==> config.mk <==
export PLATFORM = sky130hd
export DESIGN_NAME = fm_timer_core
export DESIGN_NICKNAME = d
export VERILOG_FILES = /design/src/source/fm_pkg.sv /design/src/source/fm_bus_port.sv /design/src/source/fm_write_sequencer.sv /design/src/source/fm_reg_map.sv /design/src/source/fm_prescaler.sv /design/src/source/fm_timers.sv /design/src/source/fm_timer_core.sv
export SDC_FILE = /design/constraint.sdc
export NUM_CORES = 1
export LEC_CHECK = 0
export ABC_CLOCK_PERIOD_IN_PS = 2000
export BUFFER_PORTS_ARGS = -buffer_cell sky130_fd_sc_hd__buf_2
export CAP_MARGIN = 30
export CORE_MARGIN = 2
export CORE_UTILIZATION = 50
export CTS_BUF_LIST = sky130_fd_sc_hd__clkbuf_8
export CTS_CLUSTER_SIZE = 40
export DETAILED_ROUTE_END_ITERATION = 10
export GPL_ROUTABILITY_DRIVEN = 1
export MAX_ROUTING_LAYER = met4
export PLACE_DENSITY = 0.76
export SLEW_MARGIN = 15
export SYNTH_ARGS = -nofsm -noshare
export SYNTH_HDL_FRONTEND = slang
export SYNTH_SLANG_ARGS = --single-unit
==> constraint.sdc <==
create_clock -name clk_int -period 2 [get_ports clk_int]
set_input_delay 0.2 -clock clk_int [delete_from_list [all_inputs] [get_ports clk_int]]
set_output_delay 0.2 -clock clk_int [all_outputs]
set_load 0.1 [all_outputs]
==> src/source/fm_pkg.sv <==
`default_nettype none

package fm_pkg;

	// Timer block register numbers
	localparam logic [7:0] REG_TA_HIGH = 8'h24;
	localparam logic [7:0] REG_TA_LOW  = 8'h25;
	localparam logic [7:0] REG_TB      = 8'h26;
	localparam logic [7:0] REG_TCTRL   = 8'h27;

	// Bit positions in the timer control register
	localparam int CTRL_LOAD_A    = 0;
	localparam int CTRL_LOAD_B    = 1;
	localparam int CTRL_FLAG_EN_A = 2;
	localparam int CTRL_FLAG_EN_B = 3;
	localparam int CTRL_CLR_A     = 4;
	localparam int CTRL_CLR_B     = 5;

	// Timer A ticks per Timer B tick
	localparam int TB_DIVIDE = 16;

	typedef struct packed {
		logic [7:0] reg_num;
		logic [7:0] data;
	} reg_write_t;

	typedef struct packed {
		logic [9:0] value_a;
		logic [7:0] value_b;
		logic       load_a;
		logic       load_b;
		logic       flag_en_a;
		logic       flag_en_b;
	} timer_cfg_t;

	typedef struct packed {
		logic busy;
		logic flag_b;
		logic flag_a;
	} timer_status_t;

endpackage

`default_nettype wire

==> src/source/fm_bus_port.sv <==
`timescale 1ns/10ps
`default_nettype none

module fm_bus_port (
	input  wire        clk_int,
	input  wire        arst_n,
	input  wire        cs_n,
	input  wire        wr_n,
	input  wire  [1:0] addr,
	input  wire  [7:0] din,
	input  wire        busy,
	input  wire        flag_a,
	input  wire        flag_b,
	output logic       wr_pulse,
	output logic       wr_addr,
	output logic [7:0] wr_data,
	output logic [7:0] dout
);

	logic                  cs_n_q;
	logic                  wr_n_q;
	logic [1:0]            addr_q;
	logic [7:0]            din_q;
	logic                  strobe;
	logic                  strobe_d;
	fm_pkg::timer_status_t status;

	// Bus strobes idle high
	always_ff @(posedge clk_int or negedge arst_n) begin
		if (!arst_n) begin
			cs_n_q   <= 1'b1;
			wr_n_q   <= 1'b1;
			strobe_d <= 1'b0;
		end else begin
			cs_n_q   <= cs_n;
			wr_n_q   <= wr_n;
			strobe_d <= strobe;
		end
	end

	always_ff @(posedge clk_int) begin
		addr_q <= addr;
		din_q  <= din;
	end

	assign strobe = ~cs_n_q & ~wr_n_q;

	// One pulse per strobe low period
	// Upper bank (addr[1] set) has no timer registers
	always_ff @(posedge clk_int or negedge arst_n) begin
		if (!arst_n) begin
			wr_pulse <= 1'b0;
		end else begin
			wr_pulse <= strobe & ~strobe_d & ~addr_q[1];
		end
	end

	always_ff @(posedge clk_int) begin
		wr_addr <= addr_q[0];
		wr_data <= din_q;
	end

	assign status = {busy, flag_b, flag_a};

	// Status byte, busy in bit 7
	always_ff @(posedge clk_int or negedge arst_n) begin
		if (!arst_n) begin
			dout <= 8'h00;
		end else begin
			dout <= {status.busy, 5'b00000, status.flag_b, status.flag_a};
		end
	end

endmodule

`default_nettype wire

==> src/source/fm_write_sequencer.sv <==
`timescale 1ns/10ps
`default_nettype none

module fm_write_sequencer #(
	parameter int BUSY_CYCLES = 32
) (
	input  wire                clk_int,
	input  wire                arst_n,
	input  wire                wr_pulse,
	input  wire                wr_addr,
	input  wire  [7:0]         wr_data,
	output fm_pkg::reg_write_t reg_write,
	output logic               reg_write_valid,
	output logic               busy
);

	localparam int CNT_W = $clog2(BUSY_CYCLES + 1);

	typedef enum logic {
		ST_IDLE,
		ST_BUSY
	} state_t;

	state_t           state;
	logic [CNT_W-1:0] busy_cnt;
	logic [7:0]       reg_num;
	logic             addr_wr;
	logic             data_wr;
	logic             accept;

	assign addr_wr = wr_pulse & ~wr_addr;
	assign data_wr = wr_pulse & wr_addr;
	assign accept  = data_wr & (state == ST_IDLE);

	// Register select is taken even while busy
	always_ff @(posedge clk_int or negedge arst_n) begin
		if (!arst_n) begin
			reg_num <= 8'h00;
		end else if (addr_wr) begin
			reg_num <= wr_data;
		end
	end

	always_ff @(posedge clk_int or negedge arst_n) begin
		if (!arst_n) begin
			state           <= ST_IDLE;
			busy_cnt        <= '0;
			reg_write_valid <= 1'b0;
		end else begin
			reg_write_valid <= 1'b0;
			case (state)
				ST_IDLE: begin
					if (data_wr) begin
						state           <= ST_BUSY;
						busy_cnt        <= CNT_W'(BUSY_CYCLES - 1);
						reg_write_valid <= 1'b1;
					end
				end
				ST_BUSY: begin
					// Data writes are dropped here
					if (busy_cnt == '0) begin
						state <= ST_IDLE;
					end else begin
						busy_cnt <= busy_cnt - 1'b1;
					end
				end
				default: begin
					state <= ST_IDLE;
				end
			endcase
		end
	end

	always_ff @(posedge clk_int) begin
		if (accept) begin
			reg_write.reg_num <= reg_num;
			reg_write.data    <= wr_data;
		end
	end

	assign busy = (state == ST_BUSY);

endmodule

`default_nettype wire

==> src/source/fm_reg_map.sv <==
`timescale 1ns/10ps
`default_nettype none

module fm_reg_map (
	input  wire fm_pkg::reg_write_t reg_write,
	input  wire                     clk_int,
	input  wire                     arst_n,
	input  wire                     reg_write_valid,
	output fm_pkg::timer_cfg_t      timer_cfg,
	output logic                    clr_flag_a,
	output logic                    clr_flag_b
);

	logic       ctrl_wr;
	logic [7:0] wdata;

	assign wdata   = reg_write.data;
	assign ctrl_wr = reg_write_valid & (reg_write.reg_num == fm_pkg::REG_TCTRL);

	always_ff @(posedge clk_int or negedge arst_n) begin
		if (!arst_n) begin
			timer_cfg <= '0;
		end else if (reg_write_valid) begin
			case (reg_write.reg_num)
				fm_pkg::REG_TA_HIGH: begin
					timer_cfg.value_a[9:2] <= wdata;
				end
				fm_pkg::REG_TA_LOW: begin
					timer_cfg.value_a[1:0] <= wdata[1:0];
				end
				fm_pkg::REG_TB: begin
					timer_cfg.value_b <= wdata;
				end
				fm_pkg::REG_TCTRL: begin
					timer_cfg.load_a    <= wdata[fm_pkg::CTRL_LOAD_A];
					timer_cfg.load_b    <= wdata[fm_pkg::CTRL_LOAD_B];
					timer_cfg.flag_en_a <= wdata[fm_pkg::CTRL_FLAG_EN_A];
					timer_cfg.flag_en_b <= wdata[fm_pkg::CTRL_FLAG_EN_B];
				end
				default: begin
					// Registers of blocks outside the timer section
				end
			endcase
		end
	end

	// Flag resets act once and are not stored
	always_ff @(posedge clk_int or negedge arst_n) begin
		if (!arst_n) begin
			clr_flag_a <= 1'b0;
			clr_flag_b <= 1'b0;
		end else begin
			clr_flag_a <= ctrl_wr & wdata[fm_pkg::CTRL_CLR_A];
			clr_flag_b <= ctrl_wr & wdata[fm_pkg::CTRL_CLR_B];
		end
	end

endmodule

`default_nettype wire

==> src/source/fm_prescaler.sv <==
`timescale 1ns/10ps
`default_nettype none

module fm_prescaler #(
	parameter int PRESCALE = 72
) (
	input  wire  clk_int,
	input  wire  arst_n,
	output logic tick_a,
	output logic tick_b
);

	localparam int CNT_A_W = $clog2(PRESCALE + 1);
	localparam int CNT_B_W = $clog2(fm_pkg::TB_DIVIDE);

	logic [CNT_A_W-1:0] cnt_a;
	logic [CNT_B_W-1:0] cnt_b;
	logic               wrap_a;
	logic               wrap_b;

	assign wrap_a = (cnt_a == CNT_A_W'(PRESCALE - 1));
	assign wrap_b = (cnt_b == CNT_B_W'(fm_pkg::TB_DIVIDE - 1));

	// Free running, never restarted by the timers
	always_ff @(posedge clk_int or negedge arst_n) begin
		if (!arst_n) begin
			cnt_a  <= '0;
			cnt_b  <= '0;
			tick_a <= 1'b0;
			tick_b <= 1'b0;
		end else begin
			tick_a <= wrap_a;
			tick_b <= wrap_a & wrap_b;
			if (wrap_a) begin
				cnt_a <= '0;
				cnt_b <= wrap_b ? '0 : cnt_b + 1'b1;
			end else begin
				cnt_a <= cnt_a + 1'b1;
			end
		end
	end

endmodule

`default_nettype wire

==> src/source/fm_timers.sv <==
`timescale 1ns/10ps
`default_nettype none

module fm_timers (
	input  wire fm_pkg::timer_cfg_t timer_cfg,
	input  wire                     clk_int,
	input  wire                     arst_n,
	input  wire                     clr_flag_a,
	input  wire                     clr_flag_b,
	input  wire                     tick_a,
	input  wire                     tick_b,
	output logic                    flag_a,
	output logic                    flag_b,
	output logic                    irq_n
);

	logic       load_a_d;
	logic       load_b_d;
	logic [9:0] cnt_a;
	logic [7:0] cnt_b;
	logic       start_a;
	logic       start_b;
	logic       ovf_a;
	logic       ovf_b;

	// Rising load bit restarts from the programmed value
	assign start_a = timer_cfg.load_a & ~load_a_d;
	assign start_b = timer_cfg.load_b & ~load_b_d;

	assign ovf_a = ~start_a & timer_cfg.load_a & tick_a & (&cnt_a);
	assign ovf_b = ~start_b & timer_cfg.load_b & tick_b & (&cnt_b);

	// Timer A
	always_ff @(posedge clk_int or negedge arst_n) begin
		if (!arst_n) begin
			load_a_d <= 1'b0;
			cnt_a    <= '0;
		end else begin
			load_a_d <= timer_cfg.load_a;
			if (start_a) begin
				cnt_a <= timer_cfg.value_a;
			end else if (timer_cfg.load_a && tick_a) begin
				cnt_a <= (&cnt_a) ? timer_cfg.value_a : cnt_a + 1'b1;
			end
		end
	end

	// Timer B, ticked once per 16 Timer A ticks
	always_ff @(posedge clk_int or negedge arst_n) begin
		if (!arst_n) begin
			load_b_d <= 1'b0;
			cnt_b    <= '0;
		end else begin
			load_b_d <= timer_cfg.load_b;
			if (start_b) begin
				cnt_b <= timer_cfg.value_b;
			end else if (timer_cfg.load_b && tick_b) begin
				cnt_b <= (&cnt_b) ? timer_cfg.value_b : cnt_b + 1'b1;
			end
		end
	end

	// Clear has priority over a same-cycle overflow
	always_ff @(posedge clk_int or negedge arst_n) begin
		if (!arst_n) begin
			flag_a <= 1'b0;
			flag_b <= 1'b0;
		end else begin
			if (clr_flag_a) begin
				flag_a <= 1'b0;
			end else if (ovf_a && timer_cfg.flag_en_a) begin
				flag_a <= 1'b1;
			end
			if (clr_flag_b) begin
				flag_b <= 1'b0;
			end else if (ovf_b && timer_cfg.flag_en_b) begin
				flag_b <= 1'b1;
			end
		end
	end

	always_ff @(posedge clk_int or negedge arst_n) begin
		if (!arst_n) begin
			irq_n <= 1'b1;
		end else begin
			irq_n <= ~(flag_a | flag_b);
		end
	end

endmodule

`default_nettype wire

==> src/source/fm_timer_core.sv <==
`timescale 1ns/10ps
`default_nettype none

module fm_timer_core #(
	parameter int PRESCALE    = 72,
	parameter int BUSY_CYCLES = 32
) (
	input  wire        clk_int,
	input  wire        arst_n,
	input  wire        cs_n,
	input  wire        wr_n,
	input  wire  [1:0] addr,
	input  wire  [7:0] din,
	output logic [7:0] dout,
	output logic       irq_n
);

	logic               wr_pulse;
	logic               wr_addr;
	logic [7:0]         wr_data;
	logic               busy;
	logic               flag_a;
	logic               flag_b;
	logic               reg_write_valid;
	logic               clr_flag_a;
	logic               clr_flag_b;
	logic               tick_a;
	logic               tick_b;
	fm_pkg::reg_write_t reg_write;
	fm_pkg::timer_cfg_t timer_cfg;

	fm_bus_port u_bus_port (
		.clk_int  (clk_int),
		.arst_n   (arst_n),
		.cs_n     (cs_n),
		.wr_n     (wr_n),
		.addr     (addr),
		.din      (din),
		.busy     (busy),
		.flag_a   (flag_a),
		.flag_b   (flag_b),
		.wr_pulse (wr_pulse),
		.wr_addr  (wr_addr),
		.wr_data  (wr_data),
		.dout     (dout)
	);

	fm_write_sequencer #(
		.BUSY_CYCLES (BUSY_CYCLES)
	) u_write_sequencer (
		.clk_int         (clk_int),
		.arst_n          (arst_n),
		.wr_pulse        (wr_pulse),
		.wr_addr         (wr_addr),
		.wr_data         (wr_data),
		.reg_write       (reg_write),
		.reg_write_valid (reg_write_valid),
		.busy            (busy)
	);

	fm_reg_map u_reg_map (
		.reg_write       (reg_write),
		.clk_int         (clk_int),
		.arst_n          (arst_n),
		.reg_write_valid (reg_write_valid),
		.timer_cfg       (timer_cfg),
		.clr_flag_a      (clr_flag_a),
		.clr_flag_b      (clr_flag_b)
	);

	fm_prescaler #(
		.PRESCALE (PRESCALE)
	) u_prescaler (
		.clk_int (clk_int),
		.arst_n  (arst_n),
		.tick_a  (tick_a),
		.tick_b  (tick_b)
	);

	fm_timers u_timers (
		.timer_cfg  (timer_cfg),
		.clk_int    (clk_int),
		.arst_n     (arst_n),
		.clr_flag_a (clr_flag_a),
		.clr_flag_b (clr_flag_b),
		.tick_a     (tick_a),
		.tick_b     (tick_b),
		.flag_a     (flag_a),
		.flag_b     (flag_b),
		.irq_n      (irq_n)
	);

endmodule

`default_nettype wire

==> results of run 1 <==
-- cell type report --
type                    count  area (sq um)  area share [%]
clock inverters            15         212.7           3.903
well taps                 111         138.9           2.548
multi-input cells         225          1607           29.48
repair buffers             36         275.3           5.051
inverters                  11         41.29          0.7576
flip-flops and latches    118          2942           53.97
clock buffers              17         234.0           4.293
-- power by group through the flow --
stage	clock network, mW	registers, mW	logic, mW
2_1_floorplan	0	2.81	0.318
3_3_place_gp	0	2.76	0.474
3_5_place_dp	0	2.77	0.503
4_1_cts	2.46	2.72	0.530
5_1_grt	2.60	2.74	0.579
6_report	2.41	2.72	0.520
-- flip-flops by register name, indices dropped and copies added, names as in the netlist, 2 cells and up --
| name | flops |
|---|---|
| u_reg_map.timer_cfg | 22 |
| u_write_sequencer.reg_write | 16 |
| u_timers.cnt_a | 10 |
| u_bus_port.din_q | 8 |
| u_bus_port.wr_data | 8 |
| u_timers.cnt_b | 8 |
| u_write_sequencer.reg_num | 8 |
| u_prescaler.cnt_a | 7 |
| u_write_sequencer.busy_cnt | 6 |
| u_prescaler.cnt_b | 4 |
| u_bus_port.dout | 3 |
| u_bus_port.addr_q | 2 |
-- kinds of logic after synthesis --
| logic type | count (synthesis) |
|---|---|
| simple gates | 106 |
| mux | 37 |
| xor+xnor | 8 |
| buf+inv | 21 |
| fa+ha+maj | 6 |
| compound gates | 63 |
| other cells | 1 |
| flops | 118 |
-- synth_stat cells (2+ instances only) --
| cell type | number |
|---|---|
| and4_1 | 3 |
| nor3_1 | 4 |
| buf_4 | 5 |
| dfxtp_1 | 19 |
| dfstp_2 | 3 |
| nand4b_1 | 3 |
| xor2_1 | 5 |
| a22o_1 | 2 |
| mux2_2 | 29 |
| dfrtp_1 | 80 |
| nor3b_1 | 2 |
| o21ai_1 | 2 |
| nand4_1 | 9 |
| mux2i_1 | 7 |
| o21ai_0 | 13 |
| xnor2_1 | 3 |
| a31oi_1 | 4 |
| o21a_1 | 2 |
| nand2_1 | 21 |
| clkbuf_1 | 2 |
| and3_1 | 5 |
| nor2_1 | 18 |
| o311ai_0 | 2 |
| and2_1 | 4 |
| a2bb2oi_1 | 5 |
| ha_1 | 6 |
| o32ai_1 | 2 |
| or3_1 | 2 |
| inv_1 | 11 |
| nor3_4 | 2 |
| edfxtp_1 | 16 |
| a21oi_1 | 16 |
| nor2b_1 | 4 |
| nand3_1 | 17 |
| nor4_1 | 2 |
| nand2b_1 | 3 |
-- timing repair --
action | in CTS | in global routing
hold buffers | 13 | 0
resized for setup | 0 | 0
endpoints found under the hold margin | 48 | 0
-- worst max-delay path, stage by stage (launching register included) --
cell	delay, ps
dfrtp_1	400
ha_1	290
nand3_1	170
o31a_1	410
o32a_1	340
-- layer usage --
metal / global-route usage [%] / wire (um)
met1: 23.02 / 3613
met2: 27.93 / 3768
met3: 4.596 / 252
met4: 6.639 / 97
met5: - / 0
-- final timing paths --
check,startpoint,to,depth (start not counted)
worst max-delay path,u_timers.cnt_a[0],u_timers.cnt_a[2],4
worst min-delay path,arst_n,u_prescaler.cnt_a[5],2
worst max register to register,u_timers.cnt_a[0],u_timers.cnt_a[2],4
worst min register to register,u_bus_port.addr_q[0],u_bus_port.wr_addr,0
max in group asynchronous,arst_n,u_bus_port.wr_n_q,3
min in group clk_int,u_bus_port.addr_q[0],u_bus_port.wr_addr,0
-- metrics by stage --
step | total power, mW | instances | setup WS (ps) | cell area (sq um) | hold slack (ps)
detailed placement | 3.269 | 488 | 297.4 | 4873 | 216.6
floorplan | 3.127 | 364 | 419.7 | 4656 | -95.59
CTS | 5.711 | 533 | 290.4 | 5450 | 297.2
global placement | 3.232 | 488 | 344.2 | 4873 | 211.4
finish | 5.648 | 533 | 279.5 | 5450 | 303.1
global route | 5.918 | 533 | 83.98 | 5450 | 337.4
==> metrics.md, run 1 <==
| Metric | Value |
|---|---|
| Most frequent cells in the layout | dfrtp_1 (80), mux2_2 (29), nand2_1 (21) |
| Combinational Power Share | 9.2% |
| Cells after Synth | 360 |
| Io pins | 23 |
| R2R setup slack | 280 ps |
| Via count | 2864 |
| DIE AREA | 10070 sq um |
| Async SR Flop Fraction | 70.34% |
| Drt via density | 5.373 |
| Min Clock Period, post-route | 1721 ps |
| Fillcell total | 721 |
| Final antenna-violating net count | 0 |
| Num CTS Buffers | 17 |
| Relative slew slack | 63.34% |
| Number of max-cap violations | 0 |
| WP data arrival | 2020 ps |
| Largest family of logic cells by synthesized area | simple AND/OR/NAND/NOR gates |
| RSZ-0062 raised after global routing | no |
| Clock share of power | 42.6% |
| PortBufs | 17 |
| Area growth from synthesis to layout | 17.44% |
| Final worst-path cycle share | 86.03% |
| Ant. Diodes | 0 |
| Post-Synth XOR/XNOR Area | 1.510% |
| Max VDD drop | 0.0005513 V |
| Cell Pwr Density | 1036 nW/um^2 |
| H-tree levels | 4 |
| Worst EP required | 2300 ps |
| Vias in the first global route | 2912 |
| Final clock skew | 11.98 ps |
| HP Class | primary input to async pin |
| GPL Wtd Cong | 0.9888 |
| Initial antenna violation count | 0 |
| Post-Synth Simple-Gate Area | 12.89% |
| Psw | 1.456 mW |
| Final core utilization | 59.84% |
| Net Sw Frac | 25.78% |
| Global route overflow | 0 |
| Clk_lat worst skew | 420 ps |
| Post-synthesis sequential area ratio | 63.39% |
| Detailed Route WL | 7731 um |
| Mapped Area | 4641 sq um |
| Main synth FF type | dfrtp_1 |
| Post-CTS Setup Repair Bufs | 0 |
| Largest net degree at the start of global routing | 40 |
| P_leak | 2.458 nW |
| Clock tree from TritonCTS | yes |
| Status | finished, final reports clean |
| Clk sinks | 118 |
| DRC Markers | 0 |
| Highest clock rate | 581.2 MHz |
| Starting Density | 50.95% |
| Setup TNS | 0 ps |
| Largest cells by area after synthesis | dfrtp_1 (43%), edfxtp_1 (10%), dfxtp_1 (8.2%) |
| CP startpoint kind | flip-flop |
| Die W | 100.3 um |
| DR WL/cell | 14.50 um |
| First-pass GRT wire length | 13630 um |
| Gr usage total | 17.99% |
| Measured slew at the worst slew-check pin | 548.7 ps |
| # nets final | 429 |
| Core outline area | 9109 sq um |
| Reg clk slew, reported paths | 80 ps |
| CP Class | flip-flop to flip-flop |
| Height of the die | 100.3 um |
| Post-synthesis mux area share | 8.870% |
| Slew Limit Fails | 0 |
| Root buf cell | clkbuf_8 |
| Synth area leader | dfrtp_1 |
| Crit. End Element | flip-flop |
| Commonest non-fill, non-tap cell in the layout | dfrtp_1 |
| Endpoints failing setup | 0 |
| CTS Buffer Depth | 2 |
| Distinct cell type count of the synthesized netlist | 63 |
| Cell row count | 35 |
| Post-synth EDFFs | 16 |
| Fraction of layout cells with a size suffix above 1 | 23.70% |
| Endpoints failing hold | 0 |
| Critical path peak fanout | 9 |
| Avg Inst Size Synth | 12.89 sq um |
| Post-synthesis register bit count | 118 |
| Compound-gate portion of the synthesized area | 9.329% |
| Register share of total power | 48.1% |
| DR iter-0 viols | 116 |
| Synth top area share | 43.14% |
| Post-Synth Adder-Cell Area | 1.618% |
| Synth warnings | 0 |
| Internal Power | 4.192 mW |
| DRT Pass-1 Iters | 4 |
| Post-DP HPWL | 5254 um |
Note: power is estimated with default switching activity, not from simulation.
==> inputs of run 2 (changes only) <==
--- a/config.mk
+++ b/config.mk
@@ -15,7 +15,7 @@
 export DETAILED_ROUTE_END_ITERATION = 10
 export GPL_ROUTABILITY_DRIVEN = 1
 export MAX_ROUTING_LAYER = met4
-export PLACE_DENSITY = 0.76
+export PLACE_DENSITY_LB_ADDON = 0.2
 export SLEW_MARGIN = 15
 export SYNTH_ARGS = -nofsm -noshare
 export SYNTH_HDL_FRONTEND = slang
==> run 2 against run 1 <==
  * Wire length rose by 4.9%
  * Die area did not move
  * Total power fell by 2.1%
  * Utilization fell by 0.36 points
  * Critical endpoint is now u_timers.cnt_a[0]
  * First-iteration DRC count fell by 27%
==> metrics.md, run 2 (synthesized netlist as in run 1, its figures left out) <==
| Metric | Value |
|---|---|
| Core outline area | 9109 sq um |
| Final worst-path cycle share | 89.02% |
| Number of gates resized after CTS | 0 |
| DRC Markers | 0 |
| Drt via density | 5.496 |
| Dpl cell area | 4866 sq um |
| Final antenna-violating net count | 0 |
| Fraction of layout cells with a size suffix above 1 | 22.80% |
| CP startpoint kind | flip-flop |
| Global route overflow | 0 |
| Largest net degree at the start of global routing | 52 |
| HP Class | primary input to async pin |
| Reg-to-reg endpoint | u_timers.cnt_a[0] |
| Critical path, cell by cell | ha_1, nand3_1, o31ai_1, nand3_1, o311ai_0 |
| Number of max-cap violations | 0 |
| Most frequent cells in the layout | dfrtp_1 (80), mux2_2 (29), nand2_1 (21) |
| Die W | 100.3 um |
| DR iter-0 viols | 85 |
| Reg2reg path depth | 5 |
| P_leak | 2.450 nW |
| Critical path peak fanout | 7 |
| Setup ws final | 219.6 ps |
| GPL Wtd Cong | 0.8742 |
| Highest clock rate | 561.7 MHz |
| Gr usage total | 18.35% |
| Biggest register | u_reg_map.timer_cfg |
| PortBufs | 17 |
| Clk sinks | 118 |
| Critical path's largest stage delay | 500 ps |
| Via count | 2924 |
| DIE AREA | 10070 sq um |
| Max VDD drop | 0.0006041 V |
| Area growth from synthesis to layout | 16.74% |
| Ant. Diodes | 0 |
| RSZ-0062 raised after global routing | no |
| CP Class | flip-flop to flip-flop |
| Commonest non-fill, non-tap cell in the layout | dfrtp_1 |
| Initial antenna violation count | 0 |
| Top flop regs | u_reg_map.timer_cfg: 22 flops, u_write_sequencer.reg_write: 16 flops, u_timers.cnt_a: 10 flops |
| Post-CTS Setup Repair Bufs | 0 |
| Io pins | 23 |
| Status | finished, final reports clean |
| Reg clk slew, reported paths | 70 ps |
| # nets final | 428 |
| Setup TNS | 0 ps |
| Starting Density | 50.95% |
| Min Clock Period, post-route | 1780 ps |
| Crit path launch | u_timers.cnt_a[0] |
| First-pass GRT wire length | 13720 um |
| WP data arrival | 2060 ps |
| Final core utilization | 59.48% |
| H-tree levels | 4 |
| Design area | 5418 sq um |
| DRT Pass-1 Iters | 4 |
| Vias in the first global route | 2871 |
| Setup WS pre-CTS | 281.2 ps |
| CP most frequent cell | nand3_1 |
| Endpoints failing hold | 0 |
| DR WL/cell | 15.24 um |
| Relative slew slack | 58.92% |
| Measured slew at the worst slew-check pin | 612.0 ps |
| Cts hold-fix bufs | 13 |
| Crit. End Element | flip-flop |
| Slew Limit Fails | 0 |
| Max reg flops | 22 |
| Cell row count | 35 |
| Clock tree from TritonCTS | yes |
| Num CTS Buffers | 17 |
| Worst Setup EP | u_timers.cnt_a[0] |
| Cell Pwr Density | 1020 nW/um^2 |
| CTS Buffer Depth | 2 |
| Height of the die | 100.3 um |
| Endpoints failing setup | 0 |
| Detailed Route WL | 8106 um |
| Post-DP HPWL | 5425 um |
| Final clock skew | 10.79 ps |
| RR Startpoint | u_timers.cnt_a[0] |
| R2R setup slack | 220 ps |
| Tot Pwr | 5.527 mW |
| CP max-delay cell | o31ai_1 |
| Clk_lat worst skew | 420 ps |
| Worst EP required | 2280 ps |
| Root buf cell | clkbuf_8 |
==> run 2: where the power goes <==
part           internal (mW)  switching, mW
logic                  0.195          0.315
clock network           1.35          0.945
registers               2.60          0.121
==> run 2: how the worst min path moves through the flow <==
| stage | slack, ps | cells after the start | to |
|---|---|---|---|
| 4_1_cts | 280 | 2 | u_timers.cnt_b[5] |
| 2_1_floorplan | -100 | 0 | u_bus_port.dout[0] |
| 6_report | 280 | 2 | u_timers.cnt_b[5] |
| 3_3_place_gp | 180 | 1 | u_timers.cnt_b[5] |
| 3_5_place_dp | 180 | 1 | u_timers.cnt_b[5] |
| 5_1_grt | 310 | 2 | u_write_sequencer.reg_num[0] |
==> run 2: layer usage <==
layer,share of wire [%],global-route usage [%]
met5,0,-
met4,0.90,6.533
met3,3.8,5.641
met2,48,27.52
met1,47,23.81
==> run 2: layout make-up <==
class                      count  area (sq um)
fill                         740          3691
sequential                   118          2942
multi-input combinational    225          1607
timing repair buffer          35         267.8
clock buffer                  17         234.0
clock inverter                15         187.7
tap                          111         138.9
inverter                      11         41.29
==> run 2: metrics by stage <==
stage,instances,hold WS (ps)
2_1_floorplan,364,-95.59
3_3_place_gp,487,184.0
3_5_place_dp,487,184.9
4_1_cts,532,278.8
5_1_grt,532,313.3
6_report,532,278.0
==> run 2: critical path: cells and delay by family (launching register included) <==
family	cells	cell delay, ps
AO/OA/AOI/OAI	2	630
AND/OR/NAND/NOR	2	310
adder cells (fa/ha/maj)	1	290
flip-flops	1	410
==> inputs of run 3 (changes only) <==
--- a/config.mk
+++ b/config.mk
@@ -5,6 +5,7 @@
 export SDC_FILE = /design/constraint.sdc
 export NUM_CORES = 1
 export LEC_CHECK = 0
+export ABC_AREA = 1
 export ABC_CLOCK_PERIOD_IN_PS = 2000
 export BUFFER_PORTS_ARGS = -buffer_cell sky130_fd_sc_hd__buf_2
 export CAP_MARGIN = 30
==> run 3 against run 2 <==
  * Largest cell class unchanged
  * Setup slack better by 240 ps
  * Cell area up 2.8%
  * Clock skew fell by 1.2 ps
  * Fmax increased by 16%
  * Combinational power rose by 4.9%
  * Synthesized cell count grew 36%
  * Register-to-register slack gained 310 ps
  * Clock power fell by 4%
  * Via count grew 11%
  * Total power shrank 1.6%
  * Highest routed layer unchanged
  * Hold slack better by 1.6 ps
  * Wire length decreased by 0.16%
  * Critical endpoint is now irq_n
==> metrics.md, run 3 <==
| Metric | Value |
|---|---|
| Status | finished, final reports clean |
| Largest cells by area after synthesis | dfrtp_1 (42%), edfxtp_1 (10%), nand2_1 (8.8%) |
| Critical path's largest stage delay | 510 ps |
| Distinct cell type count of the synthesized netlist | 35 |
| Critical path peak fanout | 1 |
| Combinational Power Share | 9.8% |
| R2R setup slack | 530 ps |
| Most frequent cells in the layout | nand2_1 (112), dfrtp_1 (80), inv_1 (60) |
| Io pins | 23 |
| Critical path, cell by cell | buf_2 |
| Final antenna-violating net count | 0 |
| CP max-delay cell | dfstp_2 |
| Worst EP required | 1800 ps |
| Vias in the first global route | 3110 |
| Clk sinks | 118 |
| Height of the die | 101.7 um |
| CP Class | flip-flop to output pin |
| Post-synthesis register bit count | 118 |
| Synth top area share | 41.93% |
| Multi-input gate area | 1545 sq um |
| Clock tree from TritonCTS | yes |
| Number of gates resized after CTS | 0 |
| H-tree levels | 4 |
| CP startpoint kind | flip-flop |
| Clock share of power | 40.7% |
| Crit path buf inv count | 1 |
| Internal Power | 4.009 mW |
| Detailed Route WL | 8093 um |
| Area growth from synthesis to layout | 16.61% |
| Avg Inst Size Synth | 9.764 sq um |
| Post-DP HPWL | 5517 um |
| Largest net degree at the start of global routing | 38 |
| Initial antenna violation count | 0 |
| Cells after Synth | 489 |
| Die W | 101.7 um |
| P_leak | 2.640 nW |
| Synth area leader | dfrtp_1 |
| CTS Buffer Depth | 2 |
| # nets final | 557 |
| Core outline area | 9240 sq um |
| Net Sw Frac | 26.27% |
| WP data arrival | 1340 ps |
| Gr usage total | 18.09% |
| Commonest cells post-synth | nand2_1 (112), dfrtp_1 (80), inv_1 (59) |
| Max VDD drop | 0.001043 V |
| HP Class | primary input to async pin |
| Max reg flops | 22 |
| Reg-to-reg endpoint | u_write_sequencer.reg_write[10] |
| Relative slew slack | 60.95% |
| Root buf cell | clkbuf_8 |
| DRT Pass-1 Iters | 4 |
| Min Clock Period, post-route | 1536 ps |
| Top flop regs | u_reg_map.timer_cfg: 22 flops, u_write_sequencer.reg_write: 16 flops, u_timers.cnt_a: 10 flops |
| Setup ws final | 463.7 ps |
| Post-synth EDFFs | 16 |
| Clk_lat worst skew | 420 ps |
| Setup TNS | 0 ps |
| Ant. Diodes | 0 |
| Commonest non-fill, non-tap cell in the layout | nand2_1 |
| Cell Pwr Density | 976.7 nW/um^2 |
| Highest clock rate | 650.9 MHz |
| Reg2reg path depth | 3 |
| Cell row count | 35 |
| Reg clk slew, reported paths | 70 ps |
| DR iter-0 viols | 200 |
| Num CTS Buffers | 17 |
| Final worst-path cycle share | 76.81% |
| Endpoints failing setup | 0 |
| First-pass GRT wire length | 13980 um |
| RSZ-0062 raised after global routing | no |
| Post-synthesis sequential area ratio | 61.61% |
| Mapped Area | 4775 sq um |
| Most common cell in the netlist | nand2_1 |
| Psw | 1.429 mW |
| Number of max-cap violations | 0 |
| Async SR Flop Fraction | 70.34% |
| PortBufs | 17 |
| GPL Wtd Cong | 0.8699 |
| Synth warnings | 0 |
| Register area | 2942 sq um |
| Fraction of layout cells with a size suffix above 1 | 14.91% |
| Setup WS pre-CTS | 522.1 ps |
| Starting Density | 51.67% |
| Fillcell total | 782 |
| DIE AREA | 10350 sq um |
| Measured slew at the worst slew-check pin | 585.1 ps |
| Biggest register | u_reg_map.timer_cfg |
| Endpoints failing hold | 0 |
| Slew Limit Fails | 0 |
| Crit. End Element | output pin |
| Global route overflow | 0 |
| Via count | 3251 |
| Critical path's top delay family | flip-flops |
| DR WL/cell | 11.92 um |
| RR Startpoint | u_write_sequencer.busy |
| Drt via density | 4.788 |
| Final Hold Slack | 279.6 ps |
| Final clock skew | 9.544 ps |
| Register share of total power | 49.5% |
| Main synth FF type | dfrtp_1 |
| DRC Markers | 0 |
## run 3: changes by cell type after synthesis, moves of 4 or more
cell,change
nand3_1,+13
nor2b_1,-4
and2_1,-4
mux2_2,-21
nand2_2,+4
a2bb2oi_1,-5
nor2_1,+27
nand2_1,+91
o21ai_1,+6
mux2i_1,-7
o21ai_0,+13
and3_1,-5
inv_1,+48
## run 3: repair_timing
action / CTS / global route
buffers inserted: 0 / 0
hold buffers: 13 / 0
hold endpoints to repair: 44 / 0
## run 3: stage by stage
step | power [mW] | area, sq um | util, % | instances
finish | 5.438 | 5568 | 60.26 | 679
global route | 5.692 | 5568 | 60.26 | 679
CTS | 5.489 | 5568 | 60.26 | 679
detailed placement | 3.256 | 5024 | 54.37 | 634
global placement | 3.238 | 5024 | 54.37 | 634
floorplan | 3.121 | 4790 | - | 493
## run 3: final cells by class
cell class / count / share of cell area (%)
inverters: 64 / 4.404
clock inverters: 15 / 3.236
clock buffers: 17 / 4.202
repair buffers: 34 / 4.674
well taps: 129 / 2.899
multi-input cells: 302 / 27.75
flip-flops and latches: 118 / 52.83
## run 3: how the worst max path moves through the flow
stage / from / end / depth (start not counted)
after floorplan: u_write_sequencer.busy / u_write_sequencer.reg_write[0] / 3
after global placement: u_write_sequencer.busy / u_write_sequencer.reg_write[9] / 3
after detailed placement: u_write_sequencer.busy / u_write_sequencer.reg_write[9] / 3
after CTS: u_timers.irq_n / irq_n / 1
after global routing: u_write_sequencer.busy_cnt[0] / u_write_sequencer.busy_cnt[0] / 7
final: u_timers.irq_n / irq_n / 1
## run 3: per-layer routing
layer  routed length, um  global-route usage [%]
met5                   0                       -
met4                  60                   7.173
met3                 250                   4.555
met2                3879                   27.94
met1                3903                   23.01
## run 3: kinds of logic (layout without fill, tap and decap cells)
logic type                 Yosys count  after routing  synth area share [%]
xor gates and xnor gates            10             10                 1.834
AOI/OAI and AO/OA                   58             58                 6.342
other                                1              5               0.07854
muxes                                8              8                 1.887
and+or+nand+nor                    215            215                 20.34
adders and majority gates            6              6                 1.572
buffers and inverters               73            130                 6.342
DFF                                118            118                 61.61
## run 3: power groups by stage
stage,combinational [mW],clock [mW],sequential [mW]
floorplan,0.337,0,2.78
global placement,0.508,0,2.73
detailed placement,0.524,0,2.73
CTS,0.541,2.26,2.69
global route,0.599,2.39,2.71
finish,0.534,2.21,2.69
## run 3: worst register-to-register path, cell delays in order (launching register included)
cell and delay, ps:
dfrtp_1 410, inv_1 110, nand3_1 120, inv_1 460
